$ cat src/rtl/codec_pkg.sv
`default_nettype none

package codec_pkg;

  typedef logic [7:0] codec_reg_t;

  // one codec register access, 26 bits
  typedef struct packed {
    logic       valid;
    logic       read;
    codec_reg_t address;
    logic [15:0] data;
  } codec_cmd_t;

  // length of the repeating command list and its step counter
  parameter int CMD_SEQ_LEN = 12;
  typedef logic [3:0] cmd_step_t;

  // codec register map
  parameter codec_reg_t REG_RESET_ID      = 8'h00;
  parameter codec_reg_t REG_HEADPHONE_VOL = 8'h04;
  parameter codec_reg_t REG_BEEP_VOL      = 8'h0A;
  parameter codec_reg_t REG_MIC_VOL       = 8'h0E;
  parameter codec_reg_t REG_PCM_VOL       = 8'h18;
  parameter codec_reg_t REG_RECORD_SELECT = 8'h1A;
  parameter codec_reg_t REG_RECORD_GAIN   = 8'h1C;
  parameter codec_reg_t REG_GENERAL       = 8'h20;

  // data words of the fixed commands
  parameter logic [15:0] DATA_PCM_VOL     = 16'h0808;
  // source 000 in both channels selects the microphone
  parameter logic [15:0] DATA_RECORD_MIC  = 16'h0000;
  parameter logic [15:0] DATA_RECORD_GAIN = 16'h0F0F;
  // +20 dB boost on the mic input
  parameter logic [15:0] DATA_MIC_GAIN    = 16'h8048;
  parameter logic [15:0] DATA_BEEP_VOL    = 16'h0000;
  // pcm out bypasses mix1
  parameter logic [15:0] DATA_GENERAL     = 16'h8000;

  // idle filler command, reads the vendor id register
  parameter codec_cmd_t CMD_READ_ID = '{
    valid: 1'b1, read: 1'b1, address: REG_RESET_ID, data: 16'h0000
  };

  function automatic codec_cmd_t write_cmd(codec_reg_t address, logic [15:0] data);
    return '{valid: 1'b1, read: 1'b0, address: address, data: data};
  endfunction

endpackage

`default_nettype wire

$ cat src/rtl/audio_pkg.sv
`default_nettype none

////////////////////////////////////////////////////////////////////////////
// sample path widths, types and filter constants
////////////////////////////////////////////////////////////////////////////

package audio_pkg;

  // 8-bit signed pcm samples to and from the codec
  parameter int SAMPLE_WIDTH = 8;
  typedef logic signed [SAMPLE_WIDTH-1:0] sample_t;

  // fir coefficients are scaled by 1024, so the product grows to 18 bits
  parameter int COEFF_WIDTH = 10;
  parameter int PRODUCT_WIDTH = SAMPLE_WIDTH + COEFF_WIDTH;
  typedef logic signed [COEFF_WIDTH-1:0] coeff_t;
  typedef logic signed [PRODUCT_WIDTH-1:0] fir_acc_t;

  // 31 taps, history ring of 32 entries addressed by 5 bits
  parameter int FIR_TAPS = 31;
  parameter int FIR_RING_DEPTH = 32;
  parameter int FIR_INDEX_WIDTH = $clog2(FIR_RING_DEPTH);

  // low pass with cutoff at 1/8 of nyquist, round(fir1(30, .125) * 1024)
  parameter coeff_t FIR_COEFFS [FIR_TAPS] = '{
    -1, -1, -3, -5, -6, -7, -5, 0, 10, 26, 46, 69, 91, 110, 123,
    128,
    123, 110, 91, 69, 46, 26, 10, 0, -5, -7, -6, -5, -3, -1, -1
  };

  // filter result back to 8 bits: /1024 when recording,
  // /128 on zero-stuffed playback to make up the lost gain of 8
  parameter int REC_FILTER_SHIFT = 10;
  parameter int PLAY_FILTER_SHIFT = 7;

  // strobes per stored sample
  parameter int DECIMATION = 8;

  // headphone volume, 0 is quietest
  parameter int VOLUME_WIDTH = 5;
  parameter logic [VOLUME_WIDTH-1:0] VOLUME_RESET = 5'd8;

endpackage

`default_nettype wire
$ cat src/rtl/codec_command_seq.sv
`default_nettype none

module codec_command_seq import audio_pkg::*; import codec_pkg::*; (
  input  logic                    clock,
  input  logic                    reset,
  input  logic                    sample_strobe,
  input  logic [VOLUME_WIDTH-1:0] volume,
  output codec_cmd_t              codec_cmd
);

  cmd_step_t step;
  codec_cmd_t next_cmd;
  // codec wants attenuation, not gain
  logic [VOLUME_WIDTH-1:0] atten;

  assign atten = 5'd31 - volume;

  ////////////////////////////////////////////////////////////////////////////
  // command list, one entry per step
  ////////////////////////////////////////////////////////////////////////////

  always_comb begin
    case (step)
      4'd3:
        next_cmd = write_cmd(REG_HEADPHONE_VOL, {3'b000, atten, 3'b000, atten});
      4'd5:
        next_cmd = write_cmd(REG_PCM_VOL, DATA_PCM_VOL);
      4'd6:
        next_cmd = write_cmd(REG_RECORD_SELECT, DATA_RECORD_MIC);
      4'd7:
        next_cmd = write_cmd(REG_RECORD_GAIN, DATA_RECORD_GAIN);
      4'd9:
        next_cmd = write_cmd(REG_MIC_VOL, DATA_MIC_GAIN);
      4'd10:
        next_cmd = write_cmd(REG_BEEP_VOL, DATA_BEEP_VOL);
      4'd11:
        next_cmd = write_cmd(REG_GENERAL, DATA_GENERAL);
      // steps 0, 1 and the gaps just read the id
      default:
        next_cmd = CMD_READ_ID;
    endcase
  end

  always_ff @(posedge clock) begin
    if (reset) begin
      step      <= '0;
      codec_cmd <= CMD_READ_ID;
    end else begin
      // command follows the step one clock behind
      codec_cmd <= next_cmd;
      if (sample_strobe)
        step <= (step == cmd_step_t'(CMD_SEQ_LEN - 1)) ? '0 : step + 1'b1;
    end
  end

endmodule

`default_nettype wire

$ cat config.mk
export PLATFORM = sky130hd
export DESIGN_NAME = codec_command_seq
export DESIGN_NICKNAME = d
export VERILOG_FILES = /design/src/rtl/codec_pkg.sv /design/src/rtl/audio_pkg.sv /design/src/rtl/codec_command_seq.sv
export SDC_FILE = /design/constraint.sdc
export NUM_CORES = 1
export LEC_CHECK = 0
export ABC_CLOCK_PERIOD_IN_PS = 1150
export BUFFER_PORTS_ARGS = -buffer_cell sky130_fd_sc_hd__buf_2
export CORE_MARGIN = 1
export CORE_UTILIZATION = 41
export CTS_BUF_LIST = sky130_fd_sc_hd__clkbuf_4 sky130_fd_sc_hd__clkbuf_8 sky130_fd_sc_hd__clkbuf_16
export CTS_CLUSTER_DIAMETER = 60
export CTS_CLUSTER_SIZE = 16
export DETAILED_ROUTE_END_ITERATION = 8
export GPL_ROUTABILITY_DRIVEN = 0
export PLACE_DENSITY = 0.79
export SLEW_MARGIN = 20
export SYNTH_ARGS = -nofsm -noshare
export SYNTH_HDL_FRONTEND = slang
export SYNTH_SLANG_ARGS = --single-unit
$ cat constraint.sdc
create_clock -name clock -period 1.15 [get_ports clock]
set_input_delay 0.0575 -clock clock [delete_from_list [all_inputs] [get_ports clock]]
set_output_delay 0.0575 -clock clock [all_outputs]
set_load 0.005 [all_outputs]
### After elaboration in Yosys (flattened, before gate mapping)

Index checks and enable logic that the tools add are counted.

* add/sub/neg operators: 2
* equal/unequal tests: 7
* mux-type cells: 2

Operators by type and width (number)
* $pmux 25 s7: 1
* $eq 4x3->1 const B: 3
* $eq 4x4->1 const B: 3
* $sub 5x5->5 const A: 1
* $add 4x1->4 const B: 1
* $eq 4x2->1 const B: 1
* $mux 4: 1

* bits in registers: 30
* bits of input ports: 8
* output and inout port bits: 26
* word-level logic and storage cells: 16

### Longest topological paths before layout

Gate-level depths: netlist (run 1).

* depth after elaboration: 2
* depth in mapped cells: 5

### Worst setup path after synthesis (run 1)

OpenSTA, ideal clock, no wires.

* path type: register to register
* from: register step[0]
* to: register codec_cmd[3] (netlist bit)
* setup time: 0.066 ns
* arrival time: 1.184 ns
* setup slack: -0.100 ns
* cell stages (with the launch flop): 5
* clock period less this slack: 1.250 ns
* cells stage by stage: dfxtp_1 ha_1 inv_1 a221o_2 a21oi_2

* word-level cells in the longest chain between the ends: 2

RTL lines
* start, declared: line codec_command_seq.sv:11 `cmd_step_t step;`
* start signal, assigned: line codec_command_seq.sv:52 `step <= (step == cmd_step_t'(CMD_SEQ_LEN - 1)) ? '0 : step + 1'b1;`
* $eq 4x4->1 (tied with other cells): line codec_command_seq.sv:23 `case (step)`
* $pmux 25 s7 (*): line codec_command_seq.sv:23
* end signal, assigned: line codec_command_seq.sv:50 `codec_cmd <= next_cmd;`
* end, declared: line codec_command_seq.sv:8 `output codec_cmd_t codec_cmd`

Mark *: on every way between the ends. The rest lies on a longest branch, timed or not.
A chain may end at the register's enable or synchronous reset.

### Worst setup path in the final report (run 1)

Same ends and word-level chain as after synthesis.

==> run summary, run 1 <==
The logs give 1380 ps for the worst endpoint required time and 811 µm² for the post-synthesis instance area. TritonCTS created 3 clock buffers. The run gives 2330 µm as the wire length of the first global-routing pass. The highest clock rate was 830 MHz; the total vias in the final route was 651. Combinational logic burns 12.0% of the power. The run gives 0 as the total of warnings raised by yosys.

In the synthesized netlist, the number of instances is 86. The worst setup path is captured at a flop. The power dissipated by switching net loads came out at 274 µW.

The min-delay analysis places its worst path in the category in -> reg. The tools report the library cell used as clock root buffer as sky130_fd_sc_hd__clkbuf_4. After detailed routing, the average wire length per cell comes to 11.2 µm.

In this run, distinct cell masters in the synthesized netlist total 30. Total global routing track utilization: 16.1%. Between clock sinks in the finished design, the worst skew comes to 0.914 ps. Part of the total power dissipated in sequential elements: 55.0%. Post-DP HPWL: 1080 µm. After the first detailed-routing iteration, the DRC count stood at 8.

Setup violations remaining at the end of the flow were counted as 6. After clock tree synthesis, the clock-pin slew on the worst setup and hold paths is 100 ps. Worst setup margin: -55.5 ps. In this run the biggest area consumer among cell types represents 44.4% of the synthesized area.

Counting the fill cells in the layout gives 153. Yosys attributes the largest share of cell area to sky130_fd_sc_hd__dfxtp_1, sky130_fd_sc_hd__buf_4, sky130_fd_sc_hd__a21oi_1. Of all cell types, the one taking the most synthesized area is sky130_fd_sc_hd__dfxtp_1. The register bit count reported by yosys came out at 18.

The analysis attributes to cell leakage a power of 0.000504 µW. Setup repair after global routing could not meet its margin everywhere. Total DRC errors in the routed layout: 0. By count the netlist is led by sky130_fd_sc_hd__dfxtp_1, sky130_fd_sc_hd__buf_4, sky130_fd_sc_hd__a21oi_1.

TritonCTS built the clock tree. Sequential cells were found to cover 44.4% of the synthesized design area. Final routed wirelength across all metal layers: 1630 µm. The fraction of registers with async set or reset after synthesis is 0%, and the number of nets with antenna violations after routing is 0. Dividing the synthesized area by the synthesized cell count gives 9.43 µm². Dividing total power by cell area gives a power density of 1070 mW/mm².

For this configuration, the core starts out at a cell density of 45.5%. The final hold violation count is 0. Critical path class: reg -> reg.

The sum of negative setup slack is -137 ps, and the layout overhead on the synthesized area is 35.2%. STA classifies the critical path startpoint as a flop. The run gives 995 µm² as the area of placed instances.

Along the worst path, the maximum fanout reaches 7. The maximum level of the CTS H-tree was 1; the share of cells above drive strength 1 was 51.2%. Cell with the most instances after synthesis: sky130_fd_sc_hd__dfxtp_1. The run finished, with violations left. Port buffering added 25 buffers. The total congestion overflow after global routing was 0. The net total in the final layout is 133. The die is 46.5 µm wide. The checks that failed: negative setup slack. The worst path uses 105% of the clock period. Of the total power, the share spent switching nets is 23.3%. The clock reaches the later pin of the worst-skew pair after 290 ps. The number of max-slew violations in the final report is 0. After detailed routing, the number of vias per cell comes to 4.46. After layout, the minimum clock period comes to 1210 ps. The internal portion of the total power is 903 µW. For this design the top-level I/O count stands at 34. The data arrival time of the critical path was 1440 ps; the height of the die was 46.5 µm. The core region is 0.00178 mm². After floorplanning, the core was divided into 15 placement rows.

The detailed-router iteration count before antenna repair was 4; the number of global-route vias before repair was 549. In this run, the clock network consumes 33.0% of the power. IR analysis of the VDD net gives a maximum drop of 0.592 mV. Entering global routing, the biggest net connects 14 pins. Across all register-to-register paths, the minimum setup slack is -60 ps. The clock net in this run drives a total of 18 sinks. Max-cap violations in this run came to 0. The clock passes through at most 2 buffers. Summing all non-filler instances in the final layout gives an area of 0.00110 mm². The number of antenna diodes came out at 0. For the initial antenna violation count, the log shows 0. In the synthesized netlist the dominant register cell turns out to be sky130_fd_sc_hd__dfxtp_1. Counting flops with a built-in enable in the synthesized netlist gives 0. The full die area was 0.00216 mm².
==> sequential cells by signal, summed over array words and instances (netlist names) <==
register and flops:
codec_cmd 14, step 4
==> power by group through the flow <==
stage / sequential, µW / combinational (µW) / clock [µW]
finish: 648 / 141 / 389
global route: 650 / 155 / 425
CTS: 648 / 134 / 401
detailed placement: 662 / 121 / 0
global placement: 660 / 121 / 0
floorplan: 661 / 88.4 / 0
==> area by class of cell <==
type | count | area, µm² | share of cell area, %
flip-flops and latches | 18 | 370 | 33.8
multi-input cells | 55 | 393 | 35.8
well taps | 25 | 31.3 | 2.85
inverters | 4 | 17.5 | 1.60
repair buffers | 40 | 248 | 22.6
clock buffers | 4 | 36.3 | 3.31
==> metrics by stage <==
step | utilization, % | power [µW] | hold slack (ps) | setup slack [ps] | std cells
2_1_floorplan | - | 749 | 129 | 3.82 | 92
3_3_place_gp | 55.8 | 781 | 227 | -22.9 | 137
3_5_place_dp | 55.8 | 783 | 230 | -49.2 | 137
4_1_cts | 60.7 | 1180 | 9.27 | -75.4 | 145
5_1_grt | 61.5 | 1230 | 16.5 | -107 | 146
6_report | 61.5 | 1180 | 25.7 | -55.5 | 146
==> worst max-delay path, stage by stage, from the launching register on <==
cell and delay, ps:
sky130_fd_sc_hd__dfxtp_4 420, sky130_fd_sc_hd__ha_4 190, sky130_fd_sc_hd__inv_2 50, sky130_fd_sc_hd__a221o_2 380, sky130_fd_sc_hd__a21oi_2 100
==> metal layers <==
layer / track usage [%] / routed length, µm / up-vias / part of all wire [%]
met1: 18.5 / 689 / 289 / 42
met4: 10.6 / 18 / 0 / 1.1
met5: 0 / 0 / - / 0
li1: - / - / 340 / -
met2: 26.9 / 866 / 20 / 53
met3: 2.35 / 54 / 2 / 3.3
==> cells by family (layout without fill, tap and decap cells) <==
group	count (synthesis)	in the layout	share of synthesized area (%)
other	2	8	0.926
multiplexers	1	1	1.23
adder cells (fa/ha/maj)	3	3	4.63
AO/OA/AOI/OAI	18	18	14.7
buffers and inverters	19	48	15.7
flip-flops	18	18	44.4
AND/OR/NAND/NOR	25	25	18.4
==> final timing paths <==
check,from,to,cells after the start
max,step[0],codec_cmd[3],4
min,sample_strobe,step[1],2
max reg2reg,step[0],codec_cmd[3],4
min reg2reg,step[0],step[0],2
==> cells in the final DEF, fill, tap and decap left out, drive strengths merged, types with 2 or more instances in the layout <==
cell type,count
or2b,2
and2b,2
clkbuf,4
nor3,4
dlygate4sd3,4
inv,4
a21oi,9
o21ai,3
nor2,5
buf,36
nand2,4
ha,3
conb,8
dfxtp,18
nand2b,4
==> repair_timing <==
item                       4_1_cts  5_1_grt
resized for setup                6        5
hold endpoints to repair         4        0
setup endpoints to repair        8       12
setup buffers                    0        1
hold buffers                     4        0
pin swaps                        1        2
Power figures use the tool's default switching activity.
==> run 2: changes to the inputs <==
--- a/config.mk
+++ b/config.mk
@@ -5,16 +5,16 @@
 export SDC_FILE = /design/constraint.sdc
 export NUM_CORES = 1
 export LEC_CHECK = 0
-export ABC_CLOCK_PERIOD_IN_PS = 1150
+export ABC_CLOCK_PERIOD_IN_PS = 1480
 export BUFFER_PORTS_ARGS = -buffer_cell sky130_fd_sc_hd__buf_2
 export CORE_MARGIN = 1
-export CORE_UTILIZATION = 41
+export CORE_UTILIZATION = 49
 export CTS_BUF_LIST = sky130_fd_sc_hd__clkbuf_4 sky130_fd_sc_hd__clkbuf_8 sky130_fd_sc_hd__clkbuf_16
 export CTS_CLUSTER_DIAMETER = 60
 export CTS_CLUSTER_SIZE = 16
 export DETAILED_ROUTE_END_ITERATION = 8
 export GPL_ROUTABILITY_DRIVEN = 0
-export PLACE_DENSITY = 0.79
+export PLACE_DENSITY = 0.86
 export SLEW_MARGIN = 20
 export SYNTH_ARGS = -nofsm -noshare
 export SYNTH_HDL_FRONTEND = slang
==> constraint.sdc (replaced) <==
create_clock -name clock -period 1.48 [get_ports clock]
set_input_delay 0.074 -clock clock [delete_from_list [all_inputs] [get_ports clock]]
set_output_delay 0.074 -clock clock [all_outputs]
set_load 0.005 [all_outputs]
==> run summary, run 2 (synthesis gave the netlist of run 1 again) <==
The min-delay analysis places its worst path in the category in -> reg. Top fanout value on the critical path: 6. On the final layout, the worst clock skew is 7.07 ps. The stage delay of the slowest cell on the critical path was 400 ps.

The routed layout has 642 vias. For the initial antenna violation count, the log shows 0. For the total DRC errors in the routed layout, the log shows 0. Pin placement for this block handled 34 I/O pins. The initial DRC count was 16; the detail-routed via count per cell was 5.06. For this design the static power due to leakage is 0.000447 µW.

The total global routing track utilization was 19.0%; the number of placement rows was 14. The worst setup path is of the reg -> reg kind. Total clock sinks: 18.

The clock-pin slew reported for the worst setup and hold paths after clock tree synthesis came out at 100 ps. The smallest clock period supported by the final layout is computed as 1390 ps. The average wire length per cell after detail routing works out to 12.5 µm. Multi-input combinational cell area: 355 µm². The flow ran to the end, and the final reports show no timing, DRC or antenna violations. The die is 42.7 µm wide. STA puts the critical path data required time at 1710 ps. TritonCTS built the clock tree. The number of buffers and inverters on the critical path came out at 1.

The net count of the finished layout is 123. The run gives 1580 µm as the final routed wirelength across all metal layers. The number of nets with antenna violations after routing came out at 0.

The max-capacitance violation count was 0; the total congestion overflow after global routing was 0. Among cell families on the critical path, the largest total delay comes from compound AO/OA/AOI/OAI gates. CTS placed an instance of sky130_fd_sc_hd__clkbuf_4 at the clock tree root.

The wire length of the first global-routing pass was 2530 µm. The final hold violation count was 0. The tools report the nature of the critical path startpoint as a flop.

Across all hold checks on the routed design, the worst slack comes to 34.2 ps. Summing all flip-flop and latch instances after layout gives 360 µm². The post-route cell area is 960 µm². Maximum level of the CTS H-tree: 1.

For the highest clock rate, the log shows 720 MHz. Summing all placed instances gives a cell area of 873 µm². Number of global-route vias before repair: 595. The die covers 0.00182 mm².

In this run the vertical extent of the chip is 42.7 µm. Summed over all nets, the half-perimeter wirelength after detailed placement is 991 µm. Entering global routing, the biggest net connects 14 pins.

The largest registers in the layout are codec_cmd (14), step (4). In the layout the commonest cells are sky130_fd_sc_hd__buf_2, sky130_fd_sc_hd__dfxtp_1, sky130_fd_sc_hd__a21oi_1, sky130_fd_sc_hd__conb_1. The number of flip-flops under the largest register name is 14, and the peak supply drop is 0.487 mV. Cell at the slowest stage of the critical path: sky130_fd_sc_hd__a221o_2. Of the cells placed in the final design, the portion with a size suffix greater than 1 is 38.7%.

codec_cmd holds more flip-flops than any other register. The period utilization works out to 93.8%. The number of port buffers was 25; the layout overhead on the synthesized area was 18.4%.

Once the floorplan was initialized, standard cells occupied 53.2% of the core. Setup total negative slack on the finished layout was measured at 0 ps. The total power of the final layout is 881 µW, and the area of the core region is 0.00152 mm². For the deepest clock path buffer count, the log shows 2. For the number of clock buffers inserted by TritonCTS, the log shows 3. Walking the worst path, the cells encountered are inv_1 -> ha_1 -> o22ai_2 -> a221o_2 -> a21oi_2. Count of filler cells inserted in the layout: 137. For the data arrival time of the critical path, the log shows 1620 ps. The detailed-router iteration count before antenna repair is 5. The worst setup path is captured at a flop. The worst register-to-register path has a setup slack of 90 ps.

For the number of max-slew violations in the final report, the log shows 0. The number of antenna diodes was 0; the number of setup violations in the final report was 0. For the later-pin clock latency in the skew report, the log shows 290 ps. Most frequent standard cell in the layout excluding fill and tap cells: sky130_fd_sc_hd__buf_2. Dividing total power by cell area gives a power density of 918 mW/mm².
[run 2: area by class of cell]
cell class                 instances  share of cell area, %
clock buffer                       4                   3.78
multi-input combinational         55                   37.0
inverter                           4                   1.56
tap                               16                   2.09
sequential                        18                   37.5
timing repair buffer              30                   18.0
[run 2: through the flow]
| stage | util [%] | worst slack (ps) | instances |
|---|---|---|---|
| 5_1_grt | 63.0 | -2.42 | 127 |
| 3_3_place_gp | 57.3 | 183 | 119 |
| 6_report | 63.0 | 91.6 | 127 |
| 2_1_floorplan | - | 230 | 92 |
| 4_1_cts | 62.3 | 44.7 | 127 |
| 3_5_place_dp | 57.3 | 86.4 | 119 |
[run 2: timing repair]
action,CTS,global route
resized for setup,0,3
endpoints found under the setup margin,0,7
endpoints found under the hold margin,4,0
setup buffers,0,0
hold buffers,4,0
[run 2: per-layer routing]
| layer | global-route usage, % | wire (µm) |
|---|---|---|
| met5 | 0 | 0 |
| met4 | 17.5 | 88 |
| met3 | 2.55 | 66 |
| met2 | 31.2 | 776 |
| met1 | 20.6 | 651 |
[run 2: worst paths after layout]
check | start | endpoint | cells after the start
worst min-delay path | sample_strobe | step[1] | 2
worst max-delay path | step[0] | codec_cmd[3] | 5
worst min register to register | step[1] | step[1] | 2
worst max register to register | step[0] | codec_cmd[3] | 5
[run 2: report_power, final]
part	switching (µW)	internal, µW
sequential	8.47	492
combinational	43.3	37.8
clock	150	150
==> run 3: changes to the inputs <==
--- a/config.mk
+++ b/config.mk
@@ -5,7 +5,7 @@
 export SDC_FILE = /design/constraint.sdc
 export NUM_CORES = 1
 export LEC_CHECK = 0
-export ABC_CLOCK_PERIOD_IN_PS = 1480
+export ABC_CLOCK_PERIOD_IN_PS = 1800
 export BUFFER_PORTS_ARGS = -buffer_cell sky130_fd_sc_hd__buf_2
 export CORE_MARGIN = 1
 export CORE_UTILIZATION = 49
==> constraint.sdc (replaced) <==
create_clock -name clock -period 1.8 [get_ports clock]
set_input_delay 0.09 -clock clock [delete_from_list [all_inputs] [get_ports clock]]
set_output_delay 0.09 -clock clock [all_outputs]
set_load 0.005 [all_outputs]
==> run summary, run 3 (synthesis gave the netlist of run 1 again) <==
Wire segments on met2 add up to 713 µm in the final route. The wire length of the first global-routing pass was 2350 µm; the clock-pin slew reported for the worst setup and hold paths after clock tree synthesis was 100 ps. The largest registers in the layout are codec_cmd (14), step (4). For this design the static power due to leakage is 0.000444 µW. Setup repair after global routing left no endpoint under its margin. The worst endpoint required time came out at 2030 ps.

CTS placed an instance of sky130_fd_sc_hd__clkbuf_4 at the clock tree root. The number of placement rows was 14. On the final layout, the worst clock skew is 2.26 ps. The die covers 0.00182 mm². Following the worst setup path forward leads to its endpoint at codec_cmd[3].

The internal power contribution was 556 µW. The final hold violation count is 0. Across all layers, the routed design uses 628 vias. Summed over all nets, the switching power comes to 156 µW. For the routed wire length on met3, the log shows 50 µm.

After detailed routing, the number of remaining DRC violations is 0. The flow ran to the end, and the final reports show no timing, DRC or antenna violations. The worst-case IR drop observed on VDD is 0.367 mV.

The run gives 0 as the number of max-slew violations in the final report. The area of the core region was 0.00152 mm²; the period utilization was 78.9%. The detailed-router iteration count before antenna repair is 3, and the height of the die is 42.7 µm.

For this run, the post-layout net count is 122. At the worst endpoint, the arrival time is 1650 ps. Registers are responsible for 57.8% of the overall power. The maximum level of the CTS H-tree was 1; the highest clock rate was 705 MHz. Entering global routing, the biggest net connects 14 pins.

Summed over all layers, the routed wires come to 1370 µm. Endpoint class of the critical path: a flop. After legalization and detailed placement, the total HPWL measured 982 µm.

The register with the most flip-flops in the final layout is codec_cmd. In the global route stage, overall resource usage came out at 17.1%. The switching share of power was 21.9%; the top fanout value on the critical path was 7. The sum of negative setup slack is 0 ps, and the count of filler cells inserted in the layout is 130. The detail-routed via count per cell works out to 4.98.

The tools report the number of antenna diodes as 0. The worst register-to-register path has a depth of 4. For this block, the initial DRC count from the detailed router was 14. The share of cells above drive strength 1 was 35.5%.

Counting the buffers created by CTS gives 3. The starting density of the core is 53.2%, and the number of port buffers is 25. The x dimension of the die works out to 42.7 µm. The most frequent standard cell in the layout excluding fill and tap cells is sky130_fd_sc_hd__buf_2. Cells fill 61.8% of the core in the end. Tracing the worst setup path back leads to its startpoint at step[0]. The tools report the endpoint of the lowest-slack register-to-register path as codec_cmd[3]. Pin placement for this block handled 34 I/O pins. The clock net in this run drives a total of 18 sinks.

Setup violations remaining at the end of the flow were counted as 0. The detailed router used layers up to and including met4. The run gives 558 as the number of global-route vias before repair. The clock reaches the later pin of the worst-skew pair after 280 ps. The deepest clock path buffer count is 2. The top cell types in the final layout, fill and taps aside, are sky130_fd_sc_hd__buf_2, sky130_fd_sc_hd__dfxtp_1, sky130_fd_sc_hd__a21oi_1, sky130_fd_sc_hd__conb_1.

After detailed routing, the wire length on met1 is 594 µm. The power share of the combinational group is 8.6%, and the power density over the cells is 756 mW/mm². The worst register-to-register path begins at step[0]. The path type of the worst min-delay path is in -> reg.

The number of nets with antenna violations after routing is 0, and the max-capacitance violation count is 0. For the initial antenna violation count, the log shows 0. The register with the most flip-flops in the layout has 14 of them. The clock network is responsible for 33.6% of the overall power. The routed design could run at a clock period as short as 1420 ps. The worst register-to-register path has a setup slack of 380 ps. For the total congestion overflow after global routing, the log shows 0. The tools report the startpoint of the tightest hold check path as sample_strobe. After detailed routing, the average wire length per cell comes to 10.9 µm. TritonCTS built the clock tree.

The critical path class is reg -> reg. The layout overhead on the synthesized area is 16.2%. Nature of the critical path startpoint: a flop.
[run 3: worst min-delay path by stage]
stage	slack, ps	depth (start not counted)	endpoint
final	60	2	step[1]
after global routing	60	2	step[1]
after CTS	50	2	step[1]
after detailed placement	270	2	codec_cmd[12]
after global placement	260	2	codec_cmd[12]
after floorplan	170	1	codec_cmd[12]
[run 3: what timing repair did]
item,CTS,global route
buffers inserted,0,0
gates resized for setup,0,0
hold buffers,4,0
hold endpoints to repair,4,0
[run 3: critical path, stage by stage, from the launching register on]
cell and delay [ps]:
sky130_fd_sc_hd__dfxtp_1 430, sky130_fd_sc_hd__ha_1 330, sky130_fd_sc_hd__inv_1 120, sky130_fd_sc_hd__a221o_2 380
sky130_fd_sc_hd__a21oi_2 100
[run 3: layout make-up]
type | instances | area [µm²] | share of cell area [%]
multi-input cells | 55 | 345 | 36.7
repair buffers | 29 | 165 | 17.5
clock buffers | 4 | 36.3 | 3.85
flip-flops and latches | 18 | 360 | 38.2
inverters | 4 | 15.0 | 1.59
well taps | 16 | 20.0 | 2.12
[run 3: metal layers]
| metal | vias to the layer above | GRT usage [%] |
|---|---|---|
| met2 | 17 | 28.5 |
| met3 | 2 | 1.28 |
| li1 | 312 | - |
| met4 | 0 | 9.38 |
| met1 | 297 | 21.7 |
| met5 | - | 0 |
[run 3: metrics by stage]
| step | power, µW | worst slack, ps | hold slack, ps | cell area [µm²] | std cells |
|---|---|---|---|---|---|
| 5_1_grt | 745 | 287 | 62.5 | 942 | 126 |
| 6_report | 712 | 381 | 61.7 | 942 | 126 |
| 3_5_place_dp | 474 | 429 | 267 | 866 | 118 |
| 3_3_place_gp | 473 | 500 | 259 | 866 | 118 |
| 2_1_floorplan | 469 | 550 | 167 | 833 | 92 |
| 4_1_cts | 718 | 385 | 53.2 | 942 | 126 |
[run 3: power groups by stage]
| stage | Sequential, µW | Clock, µW | Combinational, µW |
|---|---|---|---|
| 5_1_grt | 413 | 263 | 69.3 |
| 3_5_place_dp | 421 | 0 | 53.5 |
| 6_report | 412 | 239 | 61.1 |
| 2_1_floorplan | 419 | 0 | 50.4 |
| 4_1_cts | 412 | 246 | 60.6 |
| 3_3_place_gp | 420 | 0 | 53.0 |
